File: src/common/mont_pkg.sv
package mont_pkg;

    // operand width of the multiplier
    localparam int DEFAULT_N = 512;

    // slice handled per cycle by the serial adder
    localparam int DEFAULT_LIMB_W = 64;

endpackage

File: src/rtl/mp_adder.sv
module mp_adder import mont_pkg::*; #(
    parameter int W      = DEFAULT_N + DEFAULT_LIMB_W,
    parameter int LIMB_W = DEFAULT_LIMB_W
) (
    input  logic         clk,
    input  logic         rst,
    input  logic         add_start,
    input  logic         add_sub,
    input  logic [W-1:0] op_a,
    input  logic [W-1:0] op_b,
    output logic [W-1:0] sum,
    output logic         borrow,
    output logic         add_done
);
    localparam int LIMBS = W / LIMB_W;
    localparam int CNT_W = $clog2(LIMBS + 1);

    logic [CNT_W-1:0] limbs_left;
    logic             busy;
    logic [W-1:0]     a_q;
    logic [W-1:0]     b_q;
    logic             carry_q;
    logic             sub_q;
    logic [W-1:0]     a_in;
    logic [W-1:0]     b_in;
    logic             carry_in;
    logic [LIMB_W:0]  limb_sum;

    assign busy = (limbs_left != '0);

    // low limb is taken straight from the ports in the start cycle
    always_comb begin
        if (add_start) begin
            a_in     = op_a;
            b_in     = add_sub ? ~op_b : op_b;
            carry_in = add_sub;
        end else begin
            a_in     = a_q;
            b_in     = b_q;
            carry_in = carry_q;
        end
        limb_sum = {1'b0, a_in[LIMB_W-1:0]} + {1'b0, b_in[LIMB_W-1:0]}
                 + (LIMB_W + 1)'(carry_in);
    end

    always_ff @(posedge clk) begin
        if (rst) begin
            limbs_left <= '0;
            add_done   <= 1'b0;
        end else begin
            add_done <= 1'b0;
            if (add_start) begin
                limbs_left <= CNT_W'(LIMBS - 1);
                add_done   <= (LIMBS == 1);
            end else if (busy) begin
                limbs_left <= limbs_left - 1'b1;
                add_done   <= (limbs_left == CNT_W'(1));
            end
        end
    end

    // operands shift down, finished limbs enter the sum from the top
    always_ff @(posedge clk) begin
        if (add_start || busy) begin
            a_q     <= a_in >> LIMB_W;
            b_q     <= b_in >> LIMB_W;
            carry_q <= limb_sum[LIMB_W];
            sum     <= {limb_sum[LIMB_W-1:0], sum[W-1:LIMB_W]};
        end
        if (add_start) begin
            sub_q <= add_sub;
        end
    end

    // no carry out of a subtraction means the result went negative
    assign borrow = sub_q & ~carry_q;

    start_while_idle: assert property (@(posedge clk) disable iff (rst)
        add_start |-> !busy);

endmodule

File: config.mk
export PLATFORM = sky130hd
export DESIGN_NAME = mp_adder
export DESIGN_NICKNAME = d
export VERILOG_FILES = /design/src/common/mont_pkg.sv /design/src/rtl/mp_adder.sv
export SDC_FILE = /design/constraint.sdc
export NUM_CORES = 2
export LEC_CHECK = 0
export ABC_AREA = 1
export ABC_CLOCK_PERIOD_IN_PS = 45400
export BUFFER_PORTS_ARGS = -buffer_cell sky130_fd_sc_hd__buf_2
export CORE_AREA = 2 2 669 671
export DETAILED_ROUTE_END_ITERATION = 7
export DIE_AREA = 0 0 671 673
export PLACE_DENSITY = 0.36
export SLEW_MARGIN = 20
export SYNTH_ARGS = -nofsm -noshare
export SYNTH_HDL_FRONTEND = slang
export SYNTH_SLANG_ARGS = --single-unit
File: constraint.sdc
create_clock -name clk -period 45.4 [get_ports clk]
set_clock_uncertainty 0.1 [all_clocks]
set_input_delay 6.81 -clock clk [delete_from_list [all_inputs] [get_ports clk]]
set_output_delay 6.81 -clock clk [all_outputs]
set_load 0.05 [all_outputs]
==> results.json <==
{
  "outcome": "complete, no violations",
  "dieArea_sq_mm": 0.452,
  "die_x_microns": 671,
  "power_density_mw_per_mm2": 60.6,
  "worstSetupEndpointType": "flop",
  "place_congestion": 0.968,
  "io_buffers": 1733,
  "synth_compound_area_share_pct": 4.02,
  "final_cell_mix": "2,660 x nand2_1, 1,731 x buf_2, 1,602 x edfxtp_1",
  "power_frac_comb_pct": 28.7,
  "synth_fp_nets": 7788,
  "clockBufferDepth": 4,
  "critPathKind": "in -> reg",
  "tritoncts": "yes",
  "arrival_ns": 12.60,
  "met1_length_mm": 137,
  "max_freq_mhz": 82.1,
  "vias": 54100,
  "drt-pass1-iter-count": 6,
  "area_delta_synth_final_pct": 31.0,
  "max_cap_viol_count": 0,
  "overflow": 0,
  "ys_seq_area_share_pct": 67.1,
  "post_cts_buffers": 0,
  "final_util_pct": 21.2,
  "slew_violations": 0,
  "final_common_cell": "nand2_1",
  "ant_nets": 0,
  "dp.cells": 14000,
  "synthSimpleGateAreaFrac_pct": 16.0,
  "dp_hpwl_mm": 304,
  "grt_pass1_vias": 54800,
  "initial_utilization_pct": 16.2,
  "yosys.cell_types.count": 33,
  "nets": 9479,
  "synth_warnings": 0,
  "synth_mux_area_share_pct": 0.0278,
  "hold_slack_ns": 0.258,
  "fillerInstances": 48800,
  "asyncSetResetFlopFracSynth_pct": 0,
  "final.min_clock_period_ns": 12.18,
  "cts.clk_slew.worst_paths_ns": 0.06,
  "netlist_area_sq_mm": 0.0719,
  "peakVddDrop_uv": 35.2,
  "row_count": 245,
  "yosys_most_used_dff": "edfxtp_1",
  "io_pins": 1734,
  "cts_hold_buf": 0,
  "pwr-share-clk_pct": 29.0,
  "finalNonFillerCells": 14500,
  "htree_num_levels": 4,
  "worstReg2RegEnd": "sum[446]",
  "finalSetupViolCount": 0,
  "p_leak_uw": 0.0396,
  "hold_depth": 0,
  "syn_area_per_cell_sq_um": 10.9,
  "drt_wl_total_mm": 373,
  "hold_path_end": "sum[207]",
  "crit_required_ns": 45.82,
  "met3_length_mm": 17.0,
  "regToRegStartpoint": "limbs_left[0]",
  "rsz0062_at_grt": "false",
  "reg2reg_depth": 10,
  "period_share_pct": 26.8,
  "r2r_slack_ns": 39.07,
  "internal-power_uw": 3400,
  "core_sq_mm": 0.444,
  "grt_first_pass_wirelength_mm": 489,
  "synth-edff-count": 1602,
  "slew_headroom_pct": 24.5,
  "clock_latency_ns": 0.94,
  "cts_buffers": 205,
  "tightest_slew_ns": 1.13,
  "wl_met2_mm": 199,
  "postCtsResizedCells": 0,
  "grt_antenna_before_repair": 307,
  "synth-seq-cells": 1607,
  "cp_max_fo": 131,
  "min_from": "sum[271]",
  "postLayoutCellArea_sq_mm": 0.0941,
  "synth-adder-area-share_pct": 1.19,
  "cts.sinks": 1607,
  "drive_gt1_share_pct": 25.9,
  "grt_util_all_layers_pct": 15.9,
  "p_sw_uw": 2310,
  "synthXorXnorAreaFrac_pct": 7.40,
  "post_drt_wl_per_cell_microns": 25.8,
  "setup_tns_ns": 0,
  "p_sw_share_pct": 40.4,
  "hold_viol_final": 0,
  "power_frac_seq_pct": 42.3,
  "drtIter0Drc": 4051,
  "grt_start_max_net_pins": 213,
  "cts_root_buf": "clkbuf_16",
  "synth_top_family_by_area": "simple AND/OR/NAND/NOR gates",
  "drcViolationCount": 0,
  "min_path_type": "reg -> reg",
  "cp-start-kind": "input port",
  "placed_area_sq_mm": 0.0871,
  "die_h_microns": 673,
  "highest_layer": "met5",
  "netlist_instances": 6565,
  "viasPerCell": 3.73
}
power by group through the flow:
stage	sequential (uW)	combinational, uW	clock (uW)
after floorplan	3300	371	0
after global placement	2460	1670	0
after detailed placement	2470	1660	0
after CTS	2440	1660	1720
after global routing	2460	1720	1760
final	2420	1640	1650
cell type report:
type	count	area [sq um]	area share [%]
repair buffers	1791	9230	9.81
flip-flops and latches	1607	48200	51.2
inverters	401	1510	1.61
well taps	5928	7420	7.88
diodes	146	365	0.388
clock buffers	248	5310	5.64
multi-input cells	4250	20800	22.1
clock inverters	120	1320	1.41
critical path: stages:
cell and delay (ns):
buf_8 0.41, inv_8 0.28, nand2_4 0.64, buf_12 0.61, buf_4 0.77, buf_4 0.80
buf_4 0.74, buf_4 0.91
metal layers:
layer	vias up	global-route usage, %
met5	-	0
met4	78	6.80
met3	814	2.74
met2	1913	30.2
met1	26200	17.1
li1	25100	-
metrics by stage:
step           worst slack (ns)  total power, uW
6_report                  33.22             5710
3_5_place_dp              32.24             4130
2_1_floorplan             0.754             3670
5_1_grt                   32.88             5940
3_3_place_gp              32.47             4130
4_1_cts                   33.27             5820
cell usage after synthesis, drive strengths merged (9+ instances only):
cell type  count  share of area (%)
a21oi        116               0.81
buf          199                1.6
clkbuf       108               0.56
edfxtp      1602                 67
ha            65                1.1
inv          400                2.1
nand2       2678                 14
nand3         56               0.44
nand4          9              0.078
nor2         240                1.3
nor3          13               0.11
o21ai        452                3.1
xnor2        576                7.0
xor2          31               0.38
worst max-delay path by stage:
stage	end	cells past startpoint	slack (ns)	start
5_1_grt	sum[378]	8	32.88	add_start
6_report	sum[446]	8	33.22	add_start
2_1_floorplan	a_q[0]	7	0.75	add_start
4_1_cts	sum[378]	8	33.27	add_start
3_3_place_gp	sum[380]	8	32.47	add_start
3_5_place_dp	sum[378]	8	32.24	add_start
cells by family (layout without fill, tap and decap cells):
| group | Yosys count | in the layout |
|---|---|---|
| simple gates | 3000 | 3000 |
| flops | 1607 | 1607 |
| buf+inv | 708 | 2560 |
| xor+xnor | 607 | 607 |
| compound gates | 574 | 574 |
| fa+ha+maj | 67 | 67 |
| mux | 2 | 2 |
| other cells | 0 | 146 |
registers in the layout (all words and copies together), names as in the netlist:
name / flops
b_q: 512
add_done: 1
limbs_left: 4
a_q: 512
sum: 576
carry_q: 1
sub_q: 1
(Power assumes the default switching activity.)
