## src/common/mont_pkg.sv

```systemverilog
package mont_pkg;

    // operand width of the multiplier
    localparam int DEFAULT_N = 512;

    // slice handled per cycle by the serial adder
    localparam int DEFAULT_LIMB_W = 64;

endpackage

```

## src/common/mont_ctrl_pkg.sv

```systemverilog
package mont_ctrl_pkg;

    typedef enum logic [3:0] {
        ST_IDLE,
        ST_SCAN,
        ST_ADD_B_WAIT,
        ST_ODD_CHECK,
        ST_ADD_M_WAIT,
        ST_SHIFT,
        ST_SUB_WAIT,
        ST_SUB_CHECK,
        ST_EXT_WAIT,
        ST_DONE
    } state_t;

    // which pair of operands feeds the adder
    typedef enum logic [1:0] {
        SEL_C_B = 2'd0,
        SEL_C_M = 2'd1,
        SEL_EXT = 2'd2
    } opnd_sel_t;

endpackage

```

## src/mont_core/mont_ctrl.sv

```systemverilog
module mont_ctrl import mont_pkg::*, mont_ctrl_pkg::*; #(
    parameter int N = DEFAULT_N
) (
    input  logic      clk,
    input  logic      rst,
    input  logic      start,
    input  logic      mode_add,
    input  logic      add_sub,
    input  logic      a_lsb,
    input  logic      c_lsb,
    input  logic      add_done,
    input  logic      borrow,
    output logic      a_load,
    output logic      a_shift,
    output logic      c_clear,
    output logic      c_load,
    output logic      c_shift,
    output logic      res_load_c,
    output logic      res_load_sum,
    output logic      add_start,
    output logic      add_sub_o,
    output opnd_sel_t opnd_sel,
    output logic      done
);
    localparam int CNT_W = $clog2(N + 1);

    state_t           state;
    state_t           state_nxt;
    logic [CNT_W-1:0] bit_cnt;
    logic             cnt_load;
    logic             cnt_dec;

    always_ff @(posedge clk) begin
        if (rst) begin
            state   <= ST_IDLE;
            bit_cnt <= '0;
        end else begin
            state <= state_nxt;
            if (cnt_load) begin
                bit_cnt <= CNT_W'(N);
            end else if (cnt_dec) begin
                bit_cnt <= bit_cnt - 1'b1;
            end
        end
    end

    always_comb begin
        state_nxt    = state;
        a_load       = 1'b0;
        a_shift      = 1'b0;
        c_clear      = 1'b0;
        c_load       = 1'b0;
        c_shift      = 1'b0;
        res_load_c   = 1'b0;
        res_load_sum = 1'b0;
        add_start    = 1'b0;
        add_sub_o    = 1'b0;
        opnd_sel     = SEL_C_B;
        cnt_load     = 1'b0;
        cnt_dec      = 1'b0;
        done         = 1'b0;

        case (state)
            ST_IDLE: begin
                if (start && mode_add) begin
                    add_start = 1'b1;
                    add_sub_o = add_sub;
                    opnd_sel  = SEL_EXT;
                    state_nxt = ST_EXT_WAIT;
                end else if (start) begin
                    a_load    = 1'b1;
                    c_clear   = 1'b1;
                    cnt_load  = 1'b1;
                    state_nxt = ST_SCAN;
                end
            end
            ST_SCAN: begin
                if (bit_cnt == '0) begin
                    // final reduction once all bits are done
                    add_start = 1'b1;
                    add_sub_o = 1'b1;
                    opnd_sel  = SEL_C_M;
                    state_nxt = ST_SUB_WAIT;
                end else if (a_lsb) begin
                    add_start = 1'b1;
                    state_nxt = ST_ADD_B_WAIT;
                end else begin
                    state_nxt = ST_ODD_CHECK;
                end
            end
            ST_ADD_B_WAIT: begin
                if (add_done) begin
                    c_load    = 1'b1;
                    state_nxt = ST_ODD_CHECK;
                end
            end
            ST_ODD_CHECK: begin
                if (c_lsb) begin
                    add_start = 1'b1;
                    opnd_sel  = SEL_C_M;
                    state_nxt = ST_ADD_M_WAIT;
                end else begin
                    state_nxt = ST_SHIFT;
                end
            end
            ST_ADD_M_WAIT: begin
                if (add_done) begin
                    c_load    = 1'b1;
                    state_nxt = ST_SHIFT;
                end
            end
            ST_SHIFT: begin
                a_shift   = 1'b1;
                c_shift   = 1'b1;
                cnt_dec   = 1'b1;
                state_nxt = ST_SCAN;
            end
            ST_SUB_WAIT: begin
                if (add_done) begin
                    state_nxt = ST_SUB_CHECK;
                end
            end
            ST_SUB_CHECK: begin
                if (borrow) begin
                    res_load_c = 1'b1;
                    state_nxt  = ST_DONE;
                end else begin
                    // keep the difference and let the scan state issue the next pass
                    c_load    = 1'b1;
                    state_nxt = ST_SCAN;
                end
            end
            ST_EXT_WAIT: begin
                if (add_done) begin
                    res_load_sum = 1'b1;
                    state_nxt    = ST_DONE;
                end
            end
            ST_DONE: begin
                done      = 1'b1;
                state_nxt = ST_IDLE;
            end
            default: begin
                state_nxt = ST_IDLE;
            end
        endcase
    end

    adder_done_when_waiting: assert property (@(posedge clk) disable iff (rst)
        add_done |-> (state inside {ST_ADD_B_WAIT, ST_ADD_M_WAIT,
                                    ST_SUB_WAIT, ST_EXT_WAIT}));

endmodule

```

## config.mk

```make
export PLATFORM = sky130hd
export DESIGN_NAME = mont_ctrl
export DESIGN_NICKNAME = d
export VERILOG_FILES = /design/src/common/mont_pkg.sv /design/src/common/mont_ctrl_pkg.sv /design/src/mont_core/mont_ctrl.sv
export SDC_FILE = /design/constraint.sdc
export NUM_CORES = 1
export LEC_CHECK = 0
export CAP_MARGIN = 20
export CORE_ASPECT_RATIO = 1.1
export CORE_MARGIN = 2
export CORE_UTILIZATION = 40
export CTS_CLUSTER_DIAMETER = 50
export CTS_CLUSTER_SIZE = 28
export DETAILED_ROUTE_END_ITERATION = 6
export DONT_BUFFER_PORTS = 1
export PLACE_DENSITY = 0.64
export SLEW_MARGIN = 15
export SYNTH_ARGS = -nofsm -noshare
export SYNTH_HDL_FRONTEND = slang
export SYNTH_SLANG_ARGS = --single-unit
```

## constraint.sdc

```tcl
create_clock -name clk -period 1.6 [get_ports clk]
set_input_delay 0.16 -clock clk [delete_from_list [all_inputs] [get_ports clk]]
set_output_delay 0.16 -clock clk [all_outputs]
set_load 0.01 [all_outputs]
```

==> flow_summary.ini, run 1 <==
[finish]
antenna_cells = 0
nets = 134
drive_gt1_frac = 0.254
fin_util = 0.491
n_fill_cell = 205
synthToLayoutAreaGrowth_pct = 16.5
layout_commonest_cell = nor2_1
final_cell_mix = nor2_1 (20), buf_4 (14), dfxtp_1 (11), xor2_1 (9), nand2_1 (6)

[die]
dieArea_um2 = 2750
die_h_um = 54.8
core_um2 = 2230
pin_count = 21
die_w_um = 50.2
rows = 18
start_util = 0.421

[detailed_routing]
avgRoutedWirePerCell_um = 13.9
drt.antenna.violating_nets = 0
drc = 0
via_per_inst = 5.44
vias = 827
drt-total-wl_um = 2110
dr.first_iter.drc_count = 14
dr.pass1.iters = 4

[setup_path]
critPathLaunchType = flop
cp_cell_sequence = nor4_4 -> nand4_4 -> nor4_4 -> a41o_2
worstSetupPathType = flop to primary output
end_kind = primary output
path_max_fanout = 3
cpMostUsedCell = nor4_4
required_ns = 1.44
cp.arrival_ns = 1.56
critPathMaxStageDelay_ns = 0.36
critPathSlowestCell = dfxtp_4

[placement]
port_buffers = 0
place.gp.congestion = 0.835
detailed_place_hpwl_um = 1520

[timing]
slew_violations = 0
final.setup_skew_ns = 0.00143
period_needed_ns = 1.72
setup_viol = 3
post-route-period-util = 1.07
tightest_slew_ns = 0.374
timing.final.ws_setup_ns = -0.116
relSlewSlack = 0.750
max_freq_mhz = 583
final-hold-violation-count = 0
holdWs_ns = 0.0221
grt_setup_unrepaired = yes

[yosys]
ys_types = 37
syn_area_um2 = 940
ys_warn_count = 0
avgSynthCellArea_um2 = 8.39
ys_ff_latch = 14
netlist_instances = 112
ys_seq_area_frac = 0.298
synth.net_count = 123

[outcome]
outcome = finished, violations left
violations = setup timing

[global_routing]
grt_pass1_vias = 834
overflow = 0
grt_pass1_wl_um = 3540
antenna_found_initial = 0
track_usage = 0.173
grt_max_degree = 14

[clock_tree]
cts_tree = yes
clock_sinks = 14
cts_buffers = 3
path_clk_slew_ns = 0.09
cts.path.max_buffers = 2
insertion_delay_ns = 0.28
cts_root_buf = clkbuf_4
h-tree-depth = 1

[job]
cap_violations = 0

[power]
peakVddDrop_mv = 0.703
p_leak_nw = 0.436
powerDensity_nw_per_um2 = 1490

[min_path]
min_path_type = input pin to flop
-- repair_timing --
item / in CTS / in global routing
endpoints found under the hold margin: 4 / 0
pin swaps: 2 / 0
setup buffers: 3 / 2
hold buffers: 1 / 0
resized for setup: 6 / 3
setup endpoints to repair: 5 / 7
-- layout make-up --
type	count	area [um2]	share of cell area
Tap cell	30	37.5	0.0343
Multi-Input combinational cell	85	604	0.552
Clock buffer	4	36.3	0.0331
Timing Repair Buffer	15	115	0.105
Inverter	4	15.0	0.0137
Sequential cell	14	287	0.262
-- metal layers --
layer	track usage	vias up	wire, um
met1	0.173	388	894
met3	0.0437	6	90
li1	-	412	-
met5	0	-	0
met2	0.320	21	1080
met4	0.116	0	44
-- Yosys cell counts --
cell type	instances	area share
a31oi_1	2	0.013
nand2b_1	3	0.020
a21o_2	1	0.0093
nor2_1	20	0.080
buf_4	3	0.024
nand3b_1	3	0.024
o21ai_0	2	0.011
o22a_1	2	0.019
ha_1	2	0.027
nor3b_1	2	0.016
nand3_1	3	0.016
a41o_2	1	0.012
or2_2	1	0.0067
mux2i_1	1	0.011
nor4_1	1	0.0067
xnor2_1	1	0.0093
nand4_4	1	0.023
nand4b_1	2	0.019
nor4_4	2	0.045
and4_1	1	0.0093
a211oi_1	2	0.016
inv_1	4	0.016
buf_6	2	0.024
and4bb_1	1	0.013
o2bb2ai_1	1	0.0093
xor2_1	9	0.084
clkbuf_1	1	0.0040
o21ba_1	1	0.011
nand4_1	2	0.013
and3_1	1	0.0067
a21oi_1	3	0.016
nand2_1	6	0.024
a32oi_1	1	0.0093
nor2b_1	2	0.013
buf_2	3	0.016
nor3_1	5	0.027
dfxtp_1	14	0.30
-- per-stage QoR --
| stage | std cells | TNS [ns] | instance area (um2) | worst slack (ns) | power (mW) |
|---|---|---|---|---|---|
| 6_report | 152 | -0.244 | 1090 | -0.116 | 1.63 |
| 4_1_cts | 150 | -0.238 | 1070 | -0.112 | 1.58 |
| 3_3_place_gp | 142 | 0 | 981 | 0.100 | 1.24 |
| 5_1_grt | 152 | -0.673 | 1090 | -0.203 | 1.75 |
| 2_1_floorplan | 112 | 0 | 940 | 0.205 | 1.13 |
| 3_5_place_dp | 142 | 0 | 981 | 0.0874 | 1.26 |
-- sequential cells by signal, summed over array words and instances, names as in the netlist --
register  cells
bit_cnt      10
state         4
-- power by group --
part	total, mW	switching [mW]	internal (mW)
Sequential	0.493	0.0762	0.417
Combinational	0.881	0.452	0.429
Clock	0.257	0.118	0.138
-- cells by family (layout without fill, tap and decap cells) --
group                    Yosys count  in the layout  share of synthesized area
flip-flops                        14             14                      0.298
XOR/XNOR                          10             10                     0.0932
multiplexers                       1              1                     0.0107
buffers and inverters             13             23                     0.0839
AND/OR/NAND/NOR                   56             56                      0.362
adder cells (fa/ha/maj)            2              2                     0.0266
AO/OA/AOI/OAI                     16             16                      0.125
-- critical path: cells and delay by family (launching register included) --
| kind | cells | cell delay [ns] |
|---|---|---|
| and+or+nand+nor | 3 | 0.74 |
| DFF | 1 | 0.36 |
| AOI/OAI and AO/OA | 1 | 0.18 |
-- path summary, 6_finish.rpt --
path	to	start	cells after the start	slack [ns]
setup / recovery	opnd_sel[0]	bit_cnt[3]	4	-0.12
hold / removal	state[2]	rst	1	0.02
hold reg to reg	bit_cnt[7]	bit_cnt[7]	2	0.52
setup reg to reg	state[2]	bit_cnt[3]	6	0.10
(Power assumes the default switching activity.)
==> run 2: changes to the inputs <==
- CELL_PAD_IN_SITES_DETAIL_PLACEMENT: unset -> 1
- CELL_PAD_IN_SITES_GLOBAL_PLACEMENT: unset -> 1
- GPL_ROUTABILITY_DRIVEN: unset -> 0
- PLACE_DENSITY: 0.64 -> 0.79
- SKIP_LAST_GASP: unset -> 1
==> flow_summary.ini, run 2 (synthesis results as in run 1) <==
[outcome]
outcome = finished, violations left
violations = setup timing

[setup_path]
cp_num_buf_inv = 0
critPathMaxStageDelay_ns = 0.37
critPathSlowestCell = nor4_4
setup.worst_path.end = opnd_sel[0]
cp_cell_sequence = nor4_4 -> nand4_4 -> nor4_4 -> a41o_2
crit_family = simple AND/OR/NAND/NOR gates
end_kind = primary output
worstSetupPathDepth = 4
worstReg2RegStart = bit_cnt[3]
path_max_fanout = 3
cpMostUsedCell = nor4_4
ff2ff_setup_slack_ns = 0.17
required_ns = 1.44
critPathLaunch = bit_cnt[3]
worstSetupPathType = flop to primary output
reg2reg_to = bit_cnt[9]
cp.arrival_ns = 1.60
critPathLaunchType = flop
reg2reg_depth = 5

[global_routing]
grt_pass1_vias = 898
grt_pass1_wl_um = 3940
overflow = 0
antenna_found_initial = 0
grt_max_degree = 13
track_usage = 0.197

[power]
p_leak_nw = 0.426
powerDensity_nw_per_um2 = 1500
power.total_mw = 1.64
peakVddDrop_mv = 0.780

[clock_tree]
cts.path.max_buffers = 2
cts_root_buf = clkbuf_4
h-tree-depth = 1
path_clk_slew_ns = 0.10
clock_sinks = 14
cts_buffers = 3
cts_tree = yes
insertion_delay_ns = 0.29

[job]
cap_violations = 0

[timing]
max_freq_mhz = 569
slew_violations = 0
grt_setup_unrepaired = yes
tns_ns = -0.336
relSlewSlack = 0.750
post-route-period-util = 1.10
setup_viol = 3
period_needed_ns = 1.76
final.setup_skew_ns = 0.00902
tightest_slew_ns = 0.374
final-hold-violation-count = 0
timing.final.ws_setup_ns = -0.157

[placement]
detailed_place_hpwl_um = 1760
port_buffers = 0
placed_cells = 144

[finish]
layout_commonest_cell = nor2_1
synthToLayoutAreaGrowth_pct = 16.1
layout.cells.non_filler = 151
largest_reg_flops = 10
reg_top3 = bit_cnt x10, state x4
drive_gt1_frac = 0.273
nets = 133
final_cell_mix = nor2_1 (20), buf_4 (13), dfxtp_1 (10), xor2_1 (9), nand2_1 (6)
top_register = bit_cnt
antenna_cells = 0
fin_util = 0.489

[detailed_routing]
dr.pass1.iters = 4
drt-total-wl_um = 2450
dr.first_iter.drc_count = 8
avgRoutedWirePerCell_um = 16.2
vias = 853
via_per_inst = 5.65
drc = 0
drt.antenna.violating_nets = 0

[die]
rows = 18
pin_count = 21
dieArea_um2 = 2750
die_h_um = 54.8
start_util = 0.421
core_um2 = 2230
die_w_um = 50.2

[min_path]
min_path_type = input pin to flop
hold_depth = 1
-- run 2: worst register-to-register path: stages (launching register included) --
cell and delay (ns):
dfxtp_4 0.36, nor4_4 0.37, buf_4 0.20, nand4_1 0.11, xor2_1 0.17, a21oi_1 0.16
-- run 2: metal layers --
layer / global-route usage / part of all wire / up-vias
met3: 0.0437 / 0.052 / 11
met5: 0 / 0 / -
li1: - / - / 408
met2: 0.377 / 0.50 / 24
met1: 0.192 / 0.40 / 410
met4: 0.134 / 0.042 / 0
-- run 2: through the flow --
step,area (um2),hold WS [ns],worst slack [ns]
6_report,1090,0.0154,-0.157
5_1_grt,1090,0.0134,-0.223
4_1_cts,1080,0.0169,-0.171
3_5_place_dp,996,0.232,0.0538
3_3_place_gp,996,0.231,0.0991
2_1_floorplan,940,0.229,0.205
-- run 2: area by class of cell --
class	instances	area, um2
Tap cell	30	37.5
Timing Repair Buffer	14	108
Fill cell	268	1140
Multi-Input combinational cell	85	604
Clock buffer	4	36.3
Inverter	4	15.0
Sequential cell	14	290
-- run 2: how the worst min path moves through the flow --
| stage | start | slack (ns) | endpoint |
|---|---|---|---|
| floorplan | rst | 0.23 | bit_cnt[9] |
| global placement | rst | 0.23 | bit_cnt[9] |
| detailed placement | rst | 0.23 | bit_cnt[9] |
| CTS | rst | 0.02 | state[2] |
| global route | rst | 0.01 | state[2] |
| finish | rst | 0.02 | state[2] |
-- run 2: what timing repair did --
| action | 4_1_cts | 5_1_grt |
|---|---|---|
| buffers inserted | 2 | 0 |
| hold buffers | 1 | 0 |
| endpoints found under the hold margin | 4 | 0 |
| gates resized for setup | 6 | 7 |
| pin swaps | 2 | 1 |
| endpoints found under the setup margin | 8 | 12 |
-- run 2: power by group --
part	switching (mW)	internal [mW]
registers	0.0848	0.419
logic	0.460	0.410
clock network	0.127	0.139
==> run 3: changes to the inputs <==
- CAP_MARGIN: 20 -> 25
- SETUP_SLACK_MARGIN: unset -> 0.5
==> flow_summary.ini, run 3 (synthesis results as in run 1) <==
[global_routing]
grt_pass1_vias = 947
grt_pass1_wl_um = 4220
antenna_found_initial = 0
overflow = 0
track_usage = 0.206
grt_max_degree = 18

[timing]
tns_ns = -0.207
setup_viol = 4
slew_violations = 0
final.setup_skew_ns = 0.00216
relSlewSlack = 0.753
max_freq_mhz = 590
tightest_slew_ns = 0.369
timing.final.ws_setup_ns = -0.0939
post-route-period-util = 1.06
final-hold-violation-count = 0
grt_setup_unrepaired = yes
period_needed_ns = 1.69

[power]
sw_frac_of_total = 0.424
p_clk_frac = 0.103
net-switching-power_uw = 830
peakVddDrop_mv = 0.847
seq_power_share = 0.268
p_leak_nw = 0.513
powerDensity_nw_per_um2 = 1480
power_frac_comb = 0.629
p_int_mw = 1.12

[outcome]
violations = setup timing
outcome = finished, violations left

[die]
rows = 18
die_w_um = 50.2
dieArea_um2 = 2750
start_util = 0.421
die_h_um = 54.8
pin_count = 21
core_um2 = 2230

[setup_path]
worstSetupPathType = flop to primary output
critPathMaxStageDelay_ns = 0.36
critPathSlowestCell = dfxtp_4
cpMostUsedCell = nor4_4
path_max_fanout = 3
required_ns = 1.44
cp_cell_sequence = nor4_4 -> nand4_4 -> nor4_4 -> a41o_2
cp.arrival_ns = 1.53
ff2ff_setup_slack_ns = -0.02
critPathLaunchType = flop
end_kind = primary output

[placement]
port_buffers = 0
placed_area_um2 = 1020
detailed_place_hpwl_um = 1830

[finish]
final_cell_mix = nor2_1 (18), buf_4 (17), xor2_1 (8), dfxtp_1 (8), buf_6 (8)
reg_top3 = bit_cnt x10, state x4
nets = 146
layout_commonest_cell = nor2_1
synthToLayoutAreaGrowth_pct = 40.7
drive_gt1_frac = 0.466
design_area_um2 = 1320
top_register = bit_cnt
antenna_cells = 0
largest_reg_flops = 10

[min_path]
min_path_type = input pin to flop

[clock_tree]
cts_tree = yes
h-tree-depth = 1
cts_root_buf = clkbuf_4
insertion_delay_ns = 0.28
cts.path.max_buffers = 2
cts_buffers = 3
path_clk_slew_ns = 0.09
clock_sinks = 14

[detailed_routing]
drt-total-wl_um = 3210
via_per_inst = 5.74
drt.antenna.violating_nets = 0
dr.pass1.iters = 2
vias = 935
avgRoutedWirePerCell_um = 19.7
drc = 0
dr.first_iter.drc_count = 8

[job]
cap_violations = 0
-- run 3: cell types whose count changed in the layout (fill, tap and decap cells not counted), moves of 2 or more --
| cell | change |
|---|---|
| dfxtp_1 | -2 |
| nand3_2 | +3 |
| buf_6 | +8 |
| nand2b_1 | -2 |
| nand3_1 | -3 |
| nand2b_4 | +2 |
| nor2_1 | -2 |
| buf_4 | +4 |
-- run 3: power groups by stage --
stage / logic (mW) / registers, mW / clock network, mW
after CTS: 1.03 / 0.510 / 0.203
final: 1.23 / 0.523 / 0.202
after global placement: 0.828 / 0.494 / 0
after global routing: 1.30 / 0.529 / 0.225
after detailed placement: 0.853 / 0.507 / 0
after floorplan: 0.755 / 0.476 / 0
-- run 3: repair_timing --
| item | CTS | global route |
|---|---|---|
| setup endpoints to repair | 25 | 26 |
| pin swaps | 13 | 10 |
| buffers inserted | 11 | 5 |
| endpoints found under the hold margin | 4 | 0 |
| resized for setup | 19 | 18 |
| hold buffers | 1 | 0 |
-- run 3: metrics by stage --
| stage | cells | setup slack (ns) | utilization | hold slack, ns | power [mW] |
|---|---|---|---|---|---|
| global placement | 143 | 0.209 | 0.458 | 0.232 | 1.32 |
| CTS | 158 | -0.117 | 0.538 | 0.0355 | 1.74 |
| global route | 163 | -0.188 | 0.593 | 0.0230 | 2.06 |
| detailed placement | 143 | 0.169 | 0.458 | 0.241 | 1.36 |
| finish | 163 | -0.0939 | 0.593 | 0.0389 | 1.95 |
| floorplan | 112 | 0.227 | - | 0.229 | 1.23 |
-- run 3: metal layers --
layer	share of wire	routed length, um	GRT usage
met3	0.032	102	0.0301
met5	0	0	0
met2	0.53	1700	0.404
met4	0.030	96	0.0787
met1	0.41	1300	0.226
-- run 3: critical path: cells and delay by family, from the launching register on --
kind	cells	cell delay (ns)
simple gates	3	0.73
flops	1	0.36
compound gates	1	0.17
-- run 3: final timing paths --
kind / startpoint / end / cells past startpoint
max: bit_cnt[3] / opnd_sel[0] / 4
min: rst / state[2] / 1
max reg2reg: bit_cnt[0] / state[2] / 8
min reg2reg: bit_cnt[5] / bit_cnt[5] / 2
-- run 3: cell type report --
type,count,area (um2)
sequential,14,295
fill,246,907
tap,30,37.5
multi-input combinational,85,709
clock buffer,3,22.5
inverter,4,15.0
timing repair buffer,27,243
